$ cat src/common/hazard_defines.svh
`ifndef HAZARD_DEFINES_SVH
`define HAZARD_DEFINES_SVH

// Register file has 32 entries
`define REG_ADDR_W 5

// Byte address of an instruction
`define PC_W 32

// EX operand bypass select
`define FWD_SEL_W 2

`define FWD_NONE 2'd0 // Register file value
`define FWD_MEM  2'd1 // Result sitting in MEM
`define FWD_WB   2'd2 // Result sitting in WB

`endif

$ cat src/common/hazardCtrlPkg.sv
`include "hazard_defines.svh"

package hazardCtrlPkg;

	typedef logic [`FWD_SEL_W-1:0] fwdSelT;

	// Bypass controls, 6 bits
	typedef struct packed {
		fwdSelT exRsSel;
		fwdSelT exRtSel;
		logic idRsMem; // Branch rs from MEM
		logic idRtMem; // Branch rt from MEM
	} fwdCtrlT;

	// Front end controls, 4 bits
	typedef struct packed {
		logic instReqEn;
		logic pcWr;
		logic ifIdWr;
		logic idExBubble;
	} fetchCtrlT;

	// Data cache wait machine
	typedef enum logic {
		dcFree = 1'b0,
		dcBusy = 1'b1
	} dcacheStateT;

endpackage

$ cat src/common/pipeStagePkg.sv
`include "hazard_defines.svh"

package pipeStagePkg;

	typedef logic [`REG_ADDR_W-1:0] regAddrT;
	typedef logic [`PC_W-1:0] pcT;

	// Decode stage view, 43 bits
	typedef struct packed {
		regAddrT rs;
		regAddrT rt;
		pcT pc;
		logic bjOp; // Branch or jump compared in ID
	} idStageT;

	// Execute stage view, 45 bits
	typedef struct packed {
		regAddrT rs;
		regAddrT rt;
		pcT pc;
		logic rfWr;
		logic dmRd; // Load
		logic cp0Rd; // mfc0
	} exStageT;

	// Memory stage view, 16 bits
	typedef struct packed {
		regAddrT rd;
		regAddrT rt;
		logic rfWr;
		logic dmRd;
		logic cp0Rd;
		logic excValid; // Exception taken here
		logic eretFlush;
		logic dCacheEn; // Data access issued
	} memStageT;

	// Writeback stage view, 6 bits
	typedef struct packed {
		regAddrT rd;
		logic rfWr;
	} wbStageT;

endpackage

$ cat src/hazard/forwardUnit.sv
`include "hazard_defines.svh"

module forwardUnit (
	input pipeStagePkg::idStageT idStage,
	input pipeStagePkg::exStageT exStage,
	input pipeStagePkg::memStageT memStage,
	input pipeStagePkg::wbStageT wbStage,
	output hazardCtrlPkg::fwdCtrlT fwdCtrl
);

	import pipeStagePkg::*;
	import hazardCtrlPkg::*;

	// MEM holds a live result for src
	function automatic logic memHit(
		input regAddrT src,
		input memStageT mem
	);
		logic hit;
		hit = mem.rfWr && (mem.rd != '0) && (mem.rd == src);
		return hit;
	endfunction

	// WB holds a live result for src
	function automatic logic wbHit(
		input regAddrT src,
		input wbStageT wb
	);
		logic hit;
		hit = wb.rfWr && (wb.rd != '0) && (wb.rd == src);
		return hit;
	endfunction

	// Younger producer wins
	function automatic fwdSelT exSel(
		input regAddrT src,
		input memStageT mem,
		input wbStageT wb
	);
		fwdSelT sel;
		if (memHit(src, mem)) begin
			sel = `FWD_MEM;
		end else if (wbHit(src, wb)) begin
			sel = `FWD_WB;
		end else begin
			sel = `FWD_NONE;
		end
		return sel;
	endfunction

	fwdSelT exRsSel;
	fwdSelT exRtSel;
	logic idRsMem;
	logic idRtMem;

	always_comb begin
		exRsSel = exSel(exStage.rs, memStage, wbStage);
		exRtSel = exSel(exStage.rt, memStage, wbStage);
	end

	// Compare in ID only sees MEM results
	always_comb begin
		idRsMem = idStage.bjOp && memHit(idStage.rs, memStage);
		idRtMem = idStage.bjOp && memHit(idStage.rt, memStage);
	end

	always_comb begin
		fwdCtrl.exRsSel = exRsSel;
		fwdCtrl.exRtSel = exRtSel;
		fwdCtrl.idRsMem = idRsMem;
		fwdCtrl.idRtMem = idRtMem;
	end

endmodule

$ cat src/hazard/hazardUnit.sv
`include "hazard_defines.svh"

module hazardUnit (
	input logic clk,
	input logic rst,
	input pipeStagePkg::idStageT idStage,
	input pipeStagePkg::exStageT exStage,
	input pipeStagePkg::memStageT memStage,
	input pipeStagePkg::wbStageT wbStage,
	input logic bootHold,
	input logic mduBusy,
	input logic hiLoAccess,
	input logic iCacheDataOk,
	input logic dCacheDataOk,
	output hazardCtrlPkg::fwdCtrlT fwdCtrl,
	output hazardCtrlPkg::fetchCtrlT fetchCtrl,
	output logic dcacheStall
);

	// Bypass selects for EX and branch compare
	forwardUnit u_forward (
		.idStage(idStage),
		.exStage(exStage),
		.memStage(memStage),
		.wbStage(wbStage),
		.fwdCtrl(fwdCtrl)
	);

	// Front end hold and data cache wait
	stallUnit u_stall (
		.clk(clk),
		.rst(rst),
		.idStage(idStage),
		.exStage(exStage),
		.memStage(memStage),
		.bootHold(bootHold),
		.mduBusy(mduBusy),
		.hiLoAccess(hiLoAccess),
		.iCacheDataOk(iCacheDataOk),
		.dCacheDataOk(dCacheDataOk),
		.fetchCtrl(fetchCtrl),
		.dcacheStall(dcacheStall)
	);

endmodule

$ cat src/hazard/stallUnit.sv
module stallUnit (
	input logic clk,
	input logic rst,
	input pipeStagePkg::idStageT idStage,
	input pipeStagePkg::exStageT exStage,
	input pipeStagePkg::memStageT memStage,
	input logic bootHold,
	input logic mduBusy,
	input logic hiLoAccess,
	input logic iCacheDataOk,
	input logic dCacheDataOk,
	output hazardCtrlPkg::fetchCtrlT fetchCtrl,
	output logic dcacheStall
);

	import hazardCtrlPkg::*;

	logic exRtHit;
	logic memRtHit;
	logic samePc;
	logic flushGo;
	logic mduStall;
	logic loadUseStall;
	logic memBranchStall;
	logic exBranchStall;
	logic stall;

	dcacheStateT dcState;
	dcacheStateT dcNext;

	// Register matches against the ID sources
	always_comb begin
		exRtHit = (exStage.rt == idStage.rs) || (exStage.rt == idStage.rt);
		memRtHit = (memStage.rt == idStage.rs) || (memStage.rt == idStage.rt);
		samePc = (idStage.pc == exStage.pc);
	end

	always_comb begin
		flushGo = memStage.excValid || memStage.eretFlush;
		mduStall = mduBusy && hiLoAccess; // HI/LO not ready yet
	end

	// Result of a load or mfc0 arrives too late for EX bypass
	always_comb begin
		loadUseStall = (exStage.dmRd || exStage.cp0Rd) && exRtHit && !samePc;
	end

	// Branch compares in ID, so operands must already exist
	always_comb begin
		memBranchStall = idStage.bjOp && memStage.rfWr
			&& (memStage.dmRd || memStage.cp0Rd) && memRtHit;
		exBranchStall = idStage.bjOp && exStage.rfWr && exRtHit;
	end

	// Priority chain
	always_comb begin
		if (bootHold) begin
			stall = 1'b1;
		end else if (!iCacheDataOk) begin
			stall = 1'b1; // Fetch still outstanding
		end else if (flushGo) begin
			stall = 1'b0; // Redirect to handler or EPC
		end else if (mduStall) begin
			stall = 1'b1;
		end else if (loadUseStall) begin
			stall = 1'b1;
		end else if (memBranchStall) begin
			stall = 1'b1;
		end else if (exBranchStall) begin
			stall = 1'b1;
		end else begin
			stall = 1'b0;
		end
	end

	always_comb begin
		fetchCtrl.instReqEn = !stall;
		fetchCtrl.pcWr = !stall;
		fetchCtrl.ifIdWr = !stall;
		fetchCtrl.idExBubble = stall;
	end

	always_comb begin
		dcNext = dcState;
		case (dcState)
			dcFree: begin
				if (memStage.dCacheEn && !dCacheDataOk) begin
					dcNext = dcBusy; // Miss or slow access
				end
			end
			dcBusy: begin
				if (dCacheDataOk) begin
					dcNext = dcFree;
				end
			end
			default: begin
				dcNext = dcFree;
			end
		endcase
	end

	always_ff @(posedge clk) begin
		if (!rst) begin
			dcState <= dcFree;
		end else begin
			dcState <= dcNext;
		end
	end

	assign dcacheStall = (dcState == dcBusy);

endmodule

$ cat config.mk
export PLATFORM = sky130hd
export DESIGN_NAME = hazardUnit
export DESIGN_NICKNAME = d
export VERILOG_FILES = /design/src/common/hazardCtrlPkg.sv /design/src/common/pipeStagePkg.sv /design/src/hazard/forwardUnit.sv /design/src/hazard/hazardUnit.sv /design/src/hazard/stallUnit.sv
export VERILOG_INCLUDE_DIRS = /design/src /design/src/common
export SDC_FILE = /design/constraint.sdc
export NUM_CORES = 1
export LEC_CHECK = 0
export BUFFER_PORTS_ARGS = -buffer_cell sky130_fd_sc_hd__clkbuf_2
export CORE_MARGIN = 1.5
export CORE_UTILIZATION = 25
export DETAILED_ROUTE_END_ITERATION = 10
export MAX_ROUTING_LAYER = met4
export PLACE_DENSITY_LB_ADDON = 0.25
export SYNTH_ARGS = -nofsm -noshare
export SYNTH_HDL_FRONTEND = slang
export SYNTH_SLANG_ARGS = --single-unit
$ cat constraint.sdc
create_clock -name clk -period 1.26 [get_ports clk]
set_input_delay 0.063 -clock clk [delete_from_list [all_inputs] [get_ports clk]]
set_output_delay 0.063 -clock clk [all_outputs]
set_load 0.05 [all_outputs]
# [After elaboration in Yosys (flattened, before gate mapping)]
# Cells that the tools add are included.
[op_classes] bitwise_logic=1 muxes=14 n_reduce_logical=29 eq_ne=11
[op_table] op="$eq A5 B5 Y1" count=10
[op_table] op="$eq A32 B32 Y1" count=1
[op_table] op="$logic_and A1 B1 Y1" count=19
[op_table] op="$reduce_bool A5 Y1" count=2
[op_table] op="$mux W1" count=9
[op_table] op="$mux W2" count=4
[op_table] op="$logic_or A1 B1 Y1" count=5
[op_table] op="$logic_not A1 Y1" count=3
[op_table] op="$pmux W1 S2" count=1
[op_table] op="$not A1 Y1" count=1
[word_totals] inputBits=117 out_inout_bits=11 register_bits=1 elab_cells=56

# [Logic depth before layout (Yosys ltp)]
# Gate-level depths: netlist of the first run.
[logic_depth] ltp_word=11 depth_mapped=7 mapped_depth_nobuf=5

# [By module]
# From an unflattened synthesis of the first run, not the netlist that was laid out.
[unflattened] cells_unflattened=142 area_unflattened_um2=1141.1
[by_module_without_submodules] module="stallUnit" instances=1 seq_area_each_um2=20.0 cells_each=86 area_each_um2=720.7
[by_module_without_submodules] module="forwardUnit" instances=1 seq_area_each_um2=0.0 cells_each=56 area_each_um2=420.4

# [Least setup slack after synthesis of the first run]
# OpenSTA, ideal clock, no wires.
[synth_timing] path_type="input to output" from="in memStage[12] (netlist bit)" to="out fwdCtrl[3] (netlist bit)" required_ns=1.197 n_path_buf=1 slack_ns=-1.496 path_stages=5 t_arrival_ns=2.693 path_cell_list="clkbuf_1 or4_4 o21ai_4 nor4_1 nor4_2"
[synth_lines] element="start, declared" line_no="hazardUnit.sv:8" rtl="input pipeStagePkg::memStageT memStage,"
[synth_lines] element="end, declared" line_no="hazardUnit.sv:15" rtl="output hazardCtrlPkg::fwdCtrlT fwdCtrl,"

==> run summary, run 1 <==
=================================================================================
Maximum number of pins on one net before global-route repair                    5
Total length of routed wires                                              4.21 mm
Sequential area share after synthesis                                       1.76%
Final RePlAce weighted congestion                                           0.874
Number of distinct library cells after synthesis                               30
Xor and xnor area share after synthesis                                     63.3%
Initial standard-cell utilization of the core                               26.1%
Fmax achieved                                                           0.653 GHz
Count of pins on the block boundary                                           128
Worst EP arrival                                                          1.47 ns
Final setup violation count                                                    10
Reg clk slew, reported paths                                                 0 ns
Insertion delay to the later sink of the worst-skew pair                     0 ns
Worst slack after detailed placement                                    -0.375 ns
Async S/R FF share, synth                                                      0%
Register-to-register setup slack                                          0.66 ns
Initial DRC Count                                                              21
Synth Flop Type                                                           dfxtp_1
Total leakage power                                                       1.14 nW
Number of vias per cell                                                      4.46
Synthesized net count                                                         261
Layout cell share with drive strength beyond 1                              63.4%
Share of synthesized area spent on multiplexers                                0%
Post-synthesis cell area                                                 1130 µm²
Die Width                                                                 70.4 µm
Total iterations of the first detailed-routing run                              4
Power per Cell Area                                                    352 nW/µm²
Largest register FFs                                                            1
Number of inserted diodes                                                       0
Global Route Usage Sum                                                      15.9%
Simple-gate share of the synthesized area                                   20.7%
Initial antenna violation count                                                 0
Slack of the critical path                                              -0.272 ns
Core region area                                                         4350 µm²
Combinational family with the most area after synthesis              XOR/XNOR gates
Hold Slack                                                               0.227 ns
Capturing element type of the critical path                          primary output
Overall die area                                                         4950 µm²
Final critical-path required period                                       1.53 ns
Final nets                                                                    409
Drc violations                                                                  0
Util after Layout                                                           53.1%
Critical hold path startpoint                                        dCacheDataOk
Average wire per cell in the routed design                                12.3 µm
Number of placement rows                                                       24
Total Neg Setup Slack                                                    -1.73 ns
Die H                                                                     70.4 µm
Top-area cell type share of the netlist area                                41.7%
Number of warnings printed during yosys synthesis                               0
Endpoint of the worst hold-timing path                               u_stall.dcacheStall
Unrepaired setup endpoints after global routing                              true
Critical path class                                                  primary input to primary output
Ratio of final minimum period to clock period                                122%
Number of hold-slack violations in the final timing report                      0
Vias in the first global route                                               1543
Run status                                                           finished, violations left
Synth Area in Compound Gates                                                7.06%
HPWL reported at the end of detailed placement                            3.79 mm
Synthesized area per cell                                                7.88 µm²
Post-synthesis adder-cell area fraction                                        0%
Library cell occupying the most area in the post-synthesis netlist         xor2_1
Remaining antenna violation count after routing                                 0
Startpoint type of the worst setup path                              primary input
Cells on Worst Hold Path                                                        2
Wire length of the first global-routing pass                              6.35 mm
Total chip power                                                         0.814 mW
Slew at the pin with the worst max-slew slack                            0.352 ns
Post-Syn Instances                                                            144
Post-CTS Repair Setup Buffers                                                   0
Critical path peak fanout                                                       2
Capture point of the worst reg-to-reg path                           u_stall.dcacheStall
Worst-case vdd ir drop                                                     235 µV
Max Cap Violations                                                              0
Via count                                                                    1524
Depth of the most critical reg-to-reg path                                      2
Final Slew Violations                                                           0
Reg-to-reg startpoint                                                u_stall.dcacheStall
Post-synth EDFFs                                                                0
Total congestion overflow                                                       0
Area added between synthesis and finish                                      104%
Cells taking the most area after synthesis                           xor2_1 (42%), xnor2_1 (22%), nor4_1 (6.6%)
Crit path required time                                                   1.20 ns
Failing checks                                                       setup timing
Clock Skews                                                                  0 ns
Hold WC Path Type                                                    primary input to flip-flop
Count of input and output buffers                                             127
Number of synthesized register bits                                             1
Relative max-transition margin                                              76.3%
=================================================================================
-- per-layer routing --
layer / track usage (%) / wire length (µm) / vias to the layer above
met1: 17.0 / 1450 / 654
met3: 0.866 / 291 / 6
met4: 1.92 / 46 / 0
li1: - / - / 785
met5: - / 0 / -
met2: 32.5 / 2420 / 79
-- how the worst max path moves through the flow --
stage / start / endpoint / slack (ns) / cells past startpoint
3_5_place_dp: exStage[39] / fwdCtrl[3] / -0.37 / 5
5_1_grt: exStage[31] / fetchCtrl[0] / -0.41 / 8
3_3_place_gp: exStage[28] / fetchCtrl[2] / -0.34 / 7
4_1_cts: exStage[8] / fetchCtrl[0] / -0.28 / 8
2_1_floorplan: memStage[15] / fwdCtrl[3] / -0.41 / 5
6_report: exStage[25] / fetchCtrl[0] / -0.27 / 8
-- critical path, cell delays in order --
cell	delay, ns
clkbuf_2	0.09
xor2_1	0.16
nor4_1	0.30
nand4_1	0.14
o211ai_1	0.26
o311ai_1	0.14
buf_4	0.16
buf_12	0.14
-- where the power goes --
group          switching, mW  internal (mW)  leakage [nW]
sequential          0.000800         0.0339       0.00823
clock                      0              0             0
combinational          0.363          0.416          1.13
-- synth_stat cells (2+ instances only) --
master	count
nor4_2	2
nor2_1	2
buf_4	5
nand2_1	4
nor4_1	12
xor2_1	54
nor3_1	2
xnor2_1	28
nand4_1	4
or4_1	3
nand3_1	6
clkbuf_1	4
-- final cells by class --
type | instances | area [µm²]
fillers | 420 | 2040
inverters | 1 | 3.75
multi-input cells | 129 | 1220
flip-flops and latches | 1 | 20.0
well taps | 52 | 65.1
repair buffers | 159 | 1000
-- timing repair --
action                     4_1_cts  5_1_grt
pin swaps                       16        5
gates cloned                     0        0
setup endpoints to repair       10       10
hold buffers                     0        0
gates resized for setup         33       14
-- stage by stage --
step,area (µm²),instances
after global routing,2310,342
after detailed placement,2100,342
final,2310,342
after global placement,2100,342
after CTS,2260,342
after floorplan,1290,144
-- cells by family after synthesis --
| group | after synthesis |
|---|---|
| AO/OA/AOI/OAI | 9 |
| XOR/XNOR | 82 |
| buffers and inverters | 14 |
| flip-flops | 1 |
| AND/OR/NAND/NOR | 38 |
-- cell usage in the layout, fill, tap and decap left out --
cell type	instances
nor3b_1	1
xor2_1	54
o211a_1	1
o21ai_1	1
nor3_1	2
nand3_2	1
o31ai_1	1
o311ai_1	1
clkbuf_4	1
o211ai_1	1
or4_1	1
xnor2_1	22
inv_2	1
nand4_1	4
nor2b_1	1
dfxtp_1	1
buf_12	1
xnor2_2	5
nor4_1	5
buf_8	3
o22ai_2	1
buf_2	2
a311oi_2	1
clkbuf_2	111
nor4_4	5
nand3_1	5
o21ai_4	1
clkbuf_8	8
buf_6	2
or4_4	3
buf_4	31
nand2_4	1
nand2_1	3
xnor2_4	1
nor2_1	2
nor4_2	4
o311a_4	1
Note: power is estimated with default switching activity, not from simulation.
==> inputs of run 2 (changes only) <==
--- a/config.mk
+++ b/config.mk
@@ -6,12 +6,13 @@
 export SDC_FILE = /design/constraint.sdc
 export NUM_CORES = 1
 export LEC_CHECK = 0
-export BUFFER_PORTS_ARGS = -buffer_cell sky130_fd_sc_hd__clkbuf_2
+export BUFFER_PORTS_ARGS = -buffer_cell sky130_fd_sc_hd__buf_2
 export CORE_MARGIN = 1.5
 export CORE_UTILIZATION = 25
 export DETAILED_ROUTE_END_ITERATION = 10
 export MAX_ROUTING_LAYER = met4
 export PLACE_DENSITY_LB_ADDON = 0.25
+export RECOVER_POWER = 100
 export SYNTH_ARGS = -nofsm -noshare
 export SYNTH_HDL_FRONTEND = slang
 export SYNTH_SLANG_ARGS = --single-unit
==> run 2 against run 1 <==
  * The flow still finishes with violations (setup timing)
  * Sequential share of layout area about the same
  * Global-route usage increased by 0.58 points
  * Critical path depth decreased by 1
  * Worst hold slack got worse by 0.0015 ns
  * Power increased by 3.1%
  * Worst setup slack got worse by 0.0084 ns
  * Core utilization increased by 1.4 points
  * Fmax decreased by 0.54%
  * First-iteration DRC count increased by 29%
  * Die area unchanged
  * Largest cell class unchanged
  * Largest power group unchanged
  * Highest routed layer unchanged
==> run summary, run 2 (synthesis results as in run 1) <==
============================================================================
Total congestion overflow                                                  0
Max Cap Violations                                                         0
Hold WC Path Type                                               primary input to flip-flop
Run status                                                      finished, violations left
Total Neg Setup Slack                                               -1.53 ns
Area added between synthesis and finish                                 109%
Count of input and output buffers                                        127
Total leakage power                                                  1.15 nW
Worst EP arrival                                                     1.48 ns
Clock Skews                                                             0 ns
Crit path required time                                              1.20 ns
Die Width                                                            70.4 µm
Slew at the pin with the worst max-slew slack                       0.595 ns
Largest register FFs                                                       1
Via count                                                               1539
Maximum number of pins on one net before global-route repair               5
Slack of the critical path                                         -0.280 ns
Ratio of final minimum period to clock period                           122%
Remaining antenna violation count after routing                            0
Most common library cell in the layout ignoring fill and taps          buf_2
Power per Cell Area                                               354 nW/µm²
Die H                                                                70.4 µm
Initial antenna violation count                                            0
Reg clk slew, reported paths                                            0 ns
Vias in the first global route                                          1612
Initial standard-cell utilization of the core                          26.1%
Overall die area                                                    4950 µm²
Failing checks                                                  setup timing
Worst-case vdd ir drop                                                254 µV
Unrepaired setup endpoints after global routing                         true
Final Slew Violations                                                      0
Number of placement rows                                                  24
Final nets                                                               408
Total chip power                                                    0.839 mW
Final critical-path required period                                  1.54 ns
Commonest cells after routing, fill and taps aside              buf_2 (102), xor2_1 (54), buf_4 (28)
Critical path peak fanout                                                  3
Core region area                                                    4350 µm²
Global Route Usage Sum                                                 16.5%
Insertion delay to the later sink of the worst-skew pair                0 ns
Initial DRC Count                                                         27
Total iterations of the first detailed-routing run                         4
Post-CTS Hold Buffers                                                      0
Startpoint type of the worst setup path                         primary input
Critical path class                                             primary input to primary output
Number of inserted diodes                                                  0
Layout cell share with drive strength beyond 1                         64.4%
Capturing element type of the critical path                     primary output
HPWL reported at the end of detailed placement                       3.78 mm
Drc violations                                                             0
Util after Layout                                                      54.5%
Post-route cell area                                                2370 µm²
Wire length of the first global-routing pass                         6.54 mm
Number of vias per cell                                                 4.51
Average wire per cell in the routed design                           12.4 µm
Final setup violation count                                                9
Number of cells in the finished layout apart from fillers                341
Total length of routed wires                                         4.23 mm
Final RePlAce weighted congestion                                      0.859
Number of hold-slack violations in the final timing report                 0
Count of pins on the block boundary                                      128
Cell Count Post-Placement                                                340
Fmax achieved                                                      0.649 GHz
Relative max-transition margin                                         60.5%
Placement Cell Area                                                 2070 µm²
============================================================================
-- run 2: cell count changes in the layout (fill, tap and decap cells not counted), moves of 2 or more --
cell      before  now
xnor2_2        5    9
xnor2_1       22   19
clkbuf_2     111    0
buf_4         31   28
nor4_2         4    2
buf_6          2   24
clkbuf_8       8    0
buf_2          2  102
-- run 2: timing repair --
item / 4_1_cts / 5_1_grt
gates resized for setup: 52 / 15
buffers inserted: 1 / 1
pin swaps: 21 / 12
endpoints found under the setup margin: 10 / 10
gates cloned: 0 / 0
-- run 2: cell type report --
class	count	area, µm²
multi-input cells	129	1240
flip-flops and latches	1	20.0
repair buffers	158	1040
inverters	1	3.75
fillers	397	1980
well taps	52	65.1
-- run 2: critical path, stage by stage --
cell	delay (ns)
buf_6	0.09
xor2_1	0.14
nor4_1	0.30
nand4_1	0.16
o211ai_1	0.28
o311a_4	0.29
buf_8	0.15
-- run 2: final timing paths --
kind / from / end / slack [ns] / cells after the start
setup / recovery: idStage[26] / fetchCtrl[1] / -0.28 / 7
hold / removal: dCacheDataOk / u_stall.dcacheStall / 0.23 / 2
setup reg to reg: u_stall.dcacheStall / u_stall.dcacheStall / 0.69 / 2
hold reg to reg: u_stall.dcacheStall / u_stall.dcacheStall / 0.47 / 2
-- run 2: through the flow --
step / hold slack (ns) / setup slack [ns]
floorplan: 0.139 / -0.413
global placement: 0.229 / -0.350
detailed placement: 0.228 / -0.352
CTS: 0.228 / -0.268
global route: 0.233 / -0.343
finish: 0.226 / -0.280
-- run 2: report_power, final --
part	switching, mW	leakage, nW	internal, mW	total, mW
logic	0.371	1.14	0.434	0.805
registers	0.000621	0.00823	0.0339	0.0345
clock network	0	0	0	0
total	0.371	1.15	0.468	0.839
-- run 2: layer usage --
metal / up-vias / share of wire (%) / track usage [%]
li1: 784 / - / -
met1: 668 / 35 / 17.3
met2: 81 / 57 / 33.9
met3: 6 / 6.4 / 1.01
met4: 0 / 1.3 / 2.14
met5: - / 0 / -
